$ cat src/rtl/stream_cfg_pkg.sv
`default_nettype none

package stream_cfg_pkg;

    // Width of one input sample in bits
    localparam int SAMPLE_WIDTH = 16;

    // Samples per full decimation window
    localparam int DECIM = 4;
    localparam int WIN_WIDTH = $clog2(DECIM);

    // A sum of DECIM signed samples needs log2(DECIM) extra bits to stay exact
    localparam int SUM_WIDTH = SAMPLE_WIDTH + $clog2(DECIM);

    // Depth of each FIFO, must be a power of two
    localparam int FIFO_LEN = 8;
    localparam int PTR_WIDTH = $clog2(FIFO_LEN);

    // The drop counter saturates at its maximum value
    localparam int CNT_WIDTH = 16;

endpackage

`default_nettype wire

$ cat src/rtl/stream_fmt_pkg.sv
`default_nettype none

package stream_fmt_pkg;

    import stream_cfg_pkg::*;

    // One input sample with its user tag and frame-end flag
    typedef struct packed {
        logic signed [SAMPLE_WIDTH-1:0] data;
        logic                           user;
        logic                           last;
    } sample_t;

    // One decimated result, tag and last flag come from the closing sample
    typedef struct packed {
        logic signed [SUM_WIDTH-1:0]    sum;
        logic                           user;
        logic                           last;
    } result_t;

endpackage

`default_nettype wire

$ cat src/rtl/axis_fifo.sv
`default_nettype none
`timescale 1ns/100ps

module axis_fifo
    import stream_cfg_pkg::*;
#(
    parameter type payload_t = logic [7:0]
) (
    input  wire logic           clk_i,
    input  wire logic           m_reset_ni,

    input  wire payload_t       wr_data_i,
    input  wire logic           wr_valid_i,
    output logic                full_o,

    output payload_t            rd_data_o,
    output logic                rd_valid_o,
    input  wire logic           rd_ready_i,
    output logic [PTR_WIDTH:0]  level_o,
    output logic                empty_o
);

    payload_t               mem [FIFO_LEN];

    // Pointers carry one extra bit so that a full memory differs from an empty one
    logic [PTR_WIDTH:0]     wr_ptr;
    logic [PTR_WIDTH:0]     rd_ptr;
    logic [PTR_WIDTH-1:0]   wr_addr;
    logic [PTR_WIDTH-1:0]   rd_addr;

    logic                   mem_empty;
    logic                   wr_en;
    logic                   rd_load;

    assign wr_addr   = wr_ptr[PTR_WIDTH-1:0];
    assign rd_addr   = rd_ptr[PTR_WIDTH-1:0];
    assign mem_empty = (wr_ptr == rd_ptr);

    // The input side has no ready, so a write while full is simply lost
    assign wr_en = wr_valid_i && !full_o;

    // Read ahead whenever the output register is free or is being drained
    assign rd_load = !mem_empty && (!rd_valid_o || rd_ready_i);

    always_ff @(posedge clk_i) begin
        if (!m_reset_ni) begin
            wr_ptr <= '0;
        end else if (wr_en) begin
            wr_ptr <= wr_ptr + 1'b1;
        end
    end

    always_ff @(posedge clk_i) begin
        if (wr_en) begin
            mem[wr_addr] <= wr_data_i;
        end
    end

    always_ff @(posedge clk_i) begin
        if (!m_reset_ni) begin
            rd_ptr     <= '0;
            rd_valid_o <= 1'b0;
        end else begin
            // Valid stays up while data waits in memory or the held word is not taken
            rd_valid_o <= !mem_empty || (rd_valid_o && !rd_ready_i);
            if (rd_load) begin
                rd_ptr <= rd_ptr + 1'b1;
            end
        end
    end

    always_ff @(posedge clk_i) begin
        if (rd_load) begin
            rd_data_o <= mem[rd_addr];
        end
    end

    // Level counts the words in memory plus the one waiting in the output register
    assign level_o = (wr_ptr - rd_ptr) + {{PTR_WIDTH{1'b0}}, rd_valid_o};
    assign empty_o = mem_empty && !rd_valid_o;

    // Full one entry early, as the write side cannot be stalled
    assign full_o = (level_o == (PTR_WIDTH + 1)'(FIFO_LEN - 1));

endmodule

`default_nettype wire

$ cat src/rtl/decim_accum.sv
`default_nettype none
`timescale 1ns/100ps

module decim_accum
    import stream_cfg_pkg::*;
    import stream_fmt_pkg::*;
(
    input  wire logic       clk_i,
    input  wire logic       m_reset_ni,

    input  wire sample_t    sample_i,
    input  wire logic       acc_en_i,
    input  wire logic       acc_last_i,

    output logic            push_o,
    output result_t         result_o
);

    logic signed [SUM_WIDTH-1:0]    sum_q;
    logic signed [SUM_WIDTH-1:0]    sample_ext;
    logic signed [SUM_WIDTH-1:0]    sum_next;
    logic                           close_win;

    assign sample_ext = {{(SUM_WIDTH - SAMPLE_WIDTH){sample_i.data[SAMPLE_WIDTH-1]}},
                         sample_i.data};
    assign sum_next   = sum_q + sample_ext;
    assign close_win  = acc_en_i && acc_last_i;

    // Running sum of the open window, cleared when the window closes
    always_ff @(posedge clk_i) begin
        if (!m_reset_ni) begin
            sum_q  <= '0;
            push_o <= 1'b0;
        end else begin
            push_o <= close_win;
            if (close_win) begin
                sum_q <= '0;
            end else if (acc_en_i) begin
                sum_q <= sum_next;
            end
        end
    end

    // The closing sample is part of the sum and gives the result its tag and last flag
    always_ff @(posedge clk_i) begin
        if (close_win) begin
            result_o.sum  <= sum_next;
            result_o.user <= sample_i.user;
            result_o.last <= sample_i.last;
        end
    end

endmodule

`default_nettype wire

$ cat src/rtl/decim_ctrl.sv
`default_nettype none
`timescale 1ns/100ps

module decim_ctrl
    import stream_cfg_pkg::*;
(
    input  wire logic               clk_i,
    input  wire logic               m_reset_ni,

    input  wire logic               in_valid_i,
    input  wire logic               in_full_i,

    input  wire logic               fifo_valid_i,
    input  wire logic               sample_last_i,
    input  wire logic               out_full_i,
    input  wire logic               push_pending_i,

    output logic                    pop_o,
    output logic                    acc_en_o,
    output logic                    acc_last_o,
    output logic [CNT_WIDTH-1:0]    drop_count_o
);

    logic [WIN_WIDTH-1:0]   win_cnt;
    logic                   win_full;
    logic                   out_blocked;

    // A push lands one cycle after the closing pop. Popping waits while the
    // output FIFO is full or a push is still on its way, so every push finds room
    assign out_blocked = out_full_i || push_pending_i;
    assign pop_o       = fifo_valid_i && !out_blocked;

    assign win_full   = (win_cnt == WIN_WIDTH'(DECIM - 1));
    assign acc_en_o   = pop_o;
    assign acc_last_o = pop_o && (win_full || sample_last_i);

    // Window counter, restarts after each closing pop
    always_ff @(posedge clk_i) begin
        if (!m_reset_ni) begin
            win_cnt <= '0;
        end else if (acc_last_o) begin
            win_cnt <= '0;
        end else if (pop_o) begin
            win_cnt <= win_cnt + 1'b1;
        end
    end

    // Strobes that arrive while the input FIFO reports full are lost, count them
    always_ff @(posedge clk_i) begin
        if (!m_reset_ni) begin
            drop_count_o <= '0;
        end else if (in_valid_i && in_full_i && (drop_count_o != '1)) begin
            drop_count_o <= drop_count_o + 1'b1;
        end
    end

endmodule

`default_nettype wire

$ cat src/rtl/decim_stream_top.sv
`default_nettype none
`timescale 1ns/100ps

module decim_stream_top
    import stream_cfg_pkg::*;
    import stream_fmt_pkg::*;
(
    input  wire logic               clk_i,
    input  wire logic               m_reset_ni,

    input  wire sample_t            in_sample_i,
    input  wire logic               in_valid_i,
    output logic                    in_full_o,

    output result_t                 out_result_o,
    output logic                    out_valid_o,
    input  wire logic               out_ready_i,

    output logic [CNT_WIDTH-1:0]    drop_count_o
);

    sample_t    fifo_sample;
    logic       fifo_valid;
    logic       pop;
    logic       acc_en;
    logic       acc_last;
    logic       push;
    result_t    acc_result;
    logic       out_full;

    // Input samples, the write side is a plain strobe
    axis_fifo #(
        .payload_t  (sample_t)
    ) in_fifo_i (
        .clk_i      (clk_i),
        .m_reset_ni (m_reset_ni),
        .wr_data_i  (in_sample_i),
        .wr_valid_i (in_valid_i),
        .full_o     (in_full_o),
        .rd_data_o  (fifo_sample),
        .rd_valid_o (fifo_valid),
        .rd_ready_i (pop),
        .level_o    (),
        .empty_o    ()
    );

    decim_ctrl ctrl_i (
        .clk_i          (clk_i),
        .m_reset_ni     (m_reset_ni),
        .in_valid_i     (in_valid_i),
        .in_full_i      (in_full_o),
        .fifo_valid_i   (fifo_valid),
        .sample_last_i  (fifo_sample.last),
        .out_full_i     (out_full),
        .push_pending_i (push),
        .pop_o          (pop),
        .acc_en_o       (acc_en),
        .acc_last_o     (acc_last),
        .drop_count_o   (drop_count_o)
    );

    decim_accum accum_i (
        .clk_i      (clk_i),
        .m_reset_ni (m_reset_ni),
        .sample_i   (fifo_sample),
        .acc_en_i   (acc_en),
        .acc_last_i (acc_last),
        .push_o     (push),
        .result_o   (acc_result)
    );

    // Finished sums, drained through the valid/ready port
    axis_fifo #(
        .payload_t  (result_t)
    ) out_fifo_i (
        .clk_i      (clk_i),
        .m_reset_ni (m_reset_ni),
        .wr_data_i  (acc_result),
        .wr_valid_i (push),
        .full_o     (out_full),
        .rd_data_o  (out_result_o),
        .rd_valid_o (out_valid_o),
        .rd_ready_i (out_ready_i),
        .level_o    (),
        .empty_o    ()
    );

endmodule

`default_nettype wire

$ cat config.mk
export PLATFORM = sky130hd
export DESIGN_NAME = decim_stream_top
export DESIGN_NICKNAME = d
export VERILOG_FILES = /design/src/rtl/stream_cfg_pkg.sv /design/src/rtl/stream_fmt_pkg.sv /design/src/rtl/axis_fifo.sv /design/src/rtl/decim_accum.sv /design/src/rtl/decim_ctrl.sv /design/src/rtl/decim_stream_top.sv
export SDC_FILE = /design/constraint.sdc
export NUM_CORES = 1
export LEC_CHECK = 0
export ABC_AREA = 0
export BUFFER_PORTS_ARGS = -buffer_cell sky130_fd_sc_hd__buf_4
export CAP_MARGIN = 10
export CORE_MARGIN = 5
export CORE_UTILIZATION = 26
export DETAILED_ROUTE_END_ITERATION = 8
export PLACE_DENSITY = 0.48
export SLEW_MARGIN = 10
export SYNTH_ARGS = -nofsm -noshare
export SYNTH_HDL_FRONTEND = slang
export SYNTH_SLANG_ARGS = --single-unit
$ cat constraint.sdc
create_clock -name clk_i -period 8 [get_ports clk_i]
set_clock_uncertainty 0.15 [all_clocks]
set_input_delay 0 -clock clk_i [delete_from_list [all_inputs] [get_ports clk_i]]
set_output_delay 0 -clock clk_i [all_outputs]
set_load 0.02 [all_outputs]
==> results.cfg <==
[global_routing]
antenna_found_initial = 0
grt_use_total = 0.0975
grt_pass1_vias = 9041
grt_overflow = 0
grt_pass1_wl_mm = 54.1
grt_max_degree = 46

[die]
io_pins = 60
dieArea_um2 = 69900
num_rows = 93
die_h_um = 264
die-width_um = 264
core_um2 = 64300
start_util = 0.262

[yosys]
synthXorXnorAreaFrac = 0.0274
ys_warn_count = 0
synth_top_family_by_area = multiplexers
synth_enable_flop_cells = 362
avgSynthCellArea_um2 = 16.4
synth_compound_area_frac = 0.0316
yosysSeqAreaShare = 0.711
synthMuxAreaShare = 0.103
synth_largest_area_cell = edfxtp_1
synth-simple-area-share = 0.0802
yosysMostFrequentCell = edfxtp_1
ys_async_sr_fraction = 0
synth-main-ff-cell = edfxtp_1
synth-seq-cells = 417
synthTopCellsByArea = edfxtp_1 (65%), mux4_2 (10%), dfxtp_1 (6.5%), nand2_1 (3.8%), ha_1 (2.6%)
synth_commonest_cells = edfxtp_1 (362), nand2_1 (170), mux4_2 (76)
yosysUniqueCellTypes = 59
netlist_area_um2 = 16800
post-synth-top-area-fraction = 0.646
synth_nets = 1085
syn_inst = 1025
synth_fa_ha_area_frac = 0.0296

[timing]
setup_violations = 0
fin_crit_ps = 4560
finalHoldViolCount = 0
fin_tns_setup_ps = 0
maxSlewHeadroom = 0.287
finalCritPeriodShare = 0.569
worst_pin_slew_ps = 1070
clock.fmax_mhz = 220
rsz0062_at_grt = no
slew_viol_final = 0

[critical_path]
path_class = reg -> reg
end_kind = register
crit_required_ps = 8040
start_kind = register
arrival_ps = 4590
critPathMaxFanout = 20

[cts]
max-clock-path-buffers = 3
ctsRootBufferMaster = clkbuf_16
clkSinkCount = 417
path_clk_slew_ps = 60
cts.repair.resized = 0
clock_latency_ps = 570
numCtsBuffers = 46
cts_max_level = 2
cts_tree = done

[finish]
antenna_cells = 0
final_nets = 1190
syn2layout_area_growth_pct = 19.0
drive_gt1_frac = 0.223
final_area_um2 = 20000

[detailed_routing]
first_pass_iters = 4
wire_per_inst_um = 16.9
drt-vias-per-instance = 4.26
antenna_left = 0
wl_mm = 34.2
initialDrtViolationCount = 477
drc_errors = 0
vias = 8623

[placement]
place_area_um2 = 18400
portBuffers = 59
gp_congestion = 0.738
dp_hpwl_mm = 21.1

[hold_path]
hold_class = in -> reg

[power]
powerDensity_nw_per_um2 = 332
p_leak_nw = 6.75
irDropWorstVdd_uv = 181

[job]
max_cap_violations = 0

[status]
run_status = completed
[state kept, by name, summed over array words and instances (netlist names), 2 cells and up]
name and cells:
out_fifo_i.rd_ptr 4, in_fifo_i.mem 144, in_fifo_i.rd_ptr 4, out_fifo_i.rd_data_o 20, ctrl_i.win_cnt 2, ctrl_i.drop_count_o 16, out_fifo_i.mem 160, in_fifo_i.wr_ptr 4
in_fifo_i.rd_data_o 18, accum_i.result_o 20, out_fifo_i.wr_ptr 4, accum_i.sum_q 18
[repair_timing]
| item | CTS | global route |
|---|---|---|
| endpoints found under the hold margin | 210 | 0 |
| buffers inserted | 0 | 0 |
| hold buffers | 22 | 0 |
[area by class of cell]
class                           instances  area [um^2]
Clock buffer                           55         1200
Clock inverter                         30          240
Fill cell                            6328        44300
Inverter                               21         78.8
Multi-Input combinational cell        543         4650
Sequential cell                       417        12000
Tap cell                              855         1070
Timing Repair Buffer                  101          813
[power breakdown]
group | total (mW) | internal (mW) | switching, mW | leakage, nW
Combinational | 1.64 | 0.669 | 0.974 | 2.30
Sequential | 2.98 | 2.81 | 0.173 | 3.74
Clock | 2.01 | 1.15 | 0.864 | 0.713
Total | 6.64 | 4.63 | 2.01 | 6.75
[cell usage in the layout (no fill, tap or decap), types with 4 or more instances in the layout]
master and count:
dlygate4sd3_1 22, nor2_2 7, buf_4 79, and3_1 10, xnor2_1 25, nand2_1 170
mux4_2 76, nor2b_1 6, nand3_1 11, o21bai_1 5, clkinv_1 7, a21o_1 5
clkbuf_16 46, and2_1 4, nor2_1 42, nor3_1 7, a21oi_1 34, xor2_1 25
o21ai_0 7, a32o_1 4, nand4_1 11, dfxtp_1 52, nand2b_1 4, ha_1 35
inv_1 20, clkinv_2 14, edfxtp_1 362, clkbuf_1 7, nor3_2 6, a31oi_1 4
[worst paths after layout]
kind	slack, ps	startpoint	cells after the start	endpoint
max	3440	in_fifo_i.rd_ptr[2]	9	in_fifo_i.mem[4][13]
min	70	in_sample_i[4]	2	in_fifo_i.mem[6][4]
min reg2reg	310	accum_i.sum_q[0]	2	accum_i.sum_q[0]
max reg2reg	3440	in_fifo_i.rd_ptr[2]	9	in_fifo_i.mem[4][13]
[kinds of logic after synthesis]
kind of cell / count (synthesis)
AO/OA/AOI/OAI: 77
XOR/XNOR: 51
adder cells (fa/ha/maj): 38
buffers and inverters: 65
flip-flops: 417
multiplexers: 78
AND/OR/NAND/NOR: 299
[through the flow]
stage / setup WS, ps / cells / total power, mW / util / hold slack [ps]
2_1_floorplan: 2940 / 1025 / 4.18 / - / -51.1
3_3_place_gp: 3460 / 1915 / 4.68 / 0.285 / 91.9
3_5_place_dp: 3350 / 1915 / 4.70 / 0.285 / 98.7
4_1_cts: 3330 / 2022 / 6.76 / 0.311 / 27.4
5_1_grt: 3010 / 2022 / 7.03 / 0.311 / 54.7
6_report: 3440 / 2022 / 6.64 / 0.311 / 70.6
[routing by layer]
metal / wire (um) / GRT usage
met1: 15800 / 0.134
met2: 16300 / 0.160
met3: 1380 / 0.0180
met4: 692 / 0.0281
met5: 0 / 0
[worst max-delay path, cell delays in order, from the launching register on]
cell and delay, ps:
dfxtp_1 710, inv_1 470, ha_1 430, ha_1 330
a21oi_1 170, xnor2_1 120, and2_1 340, nor2b_1 380
nand2b_1 230, nor2_2 830
Note: power is estimated with default switching activity, not from simulation.
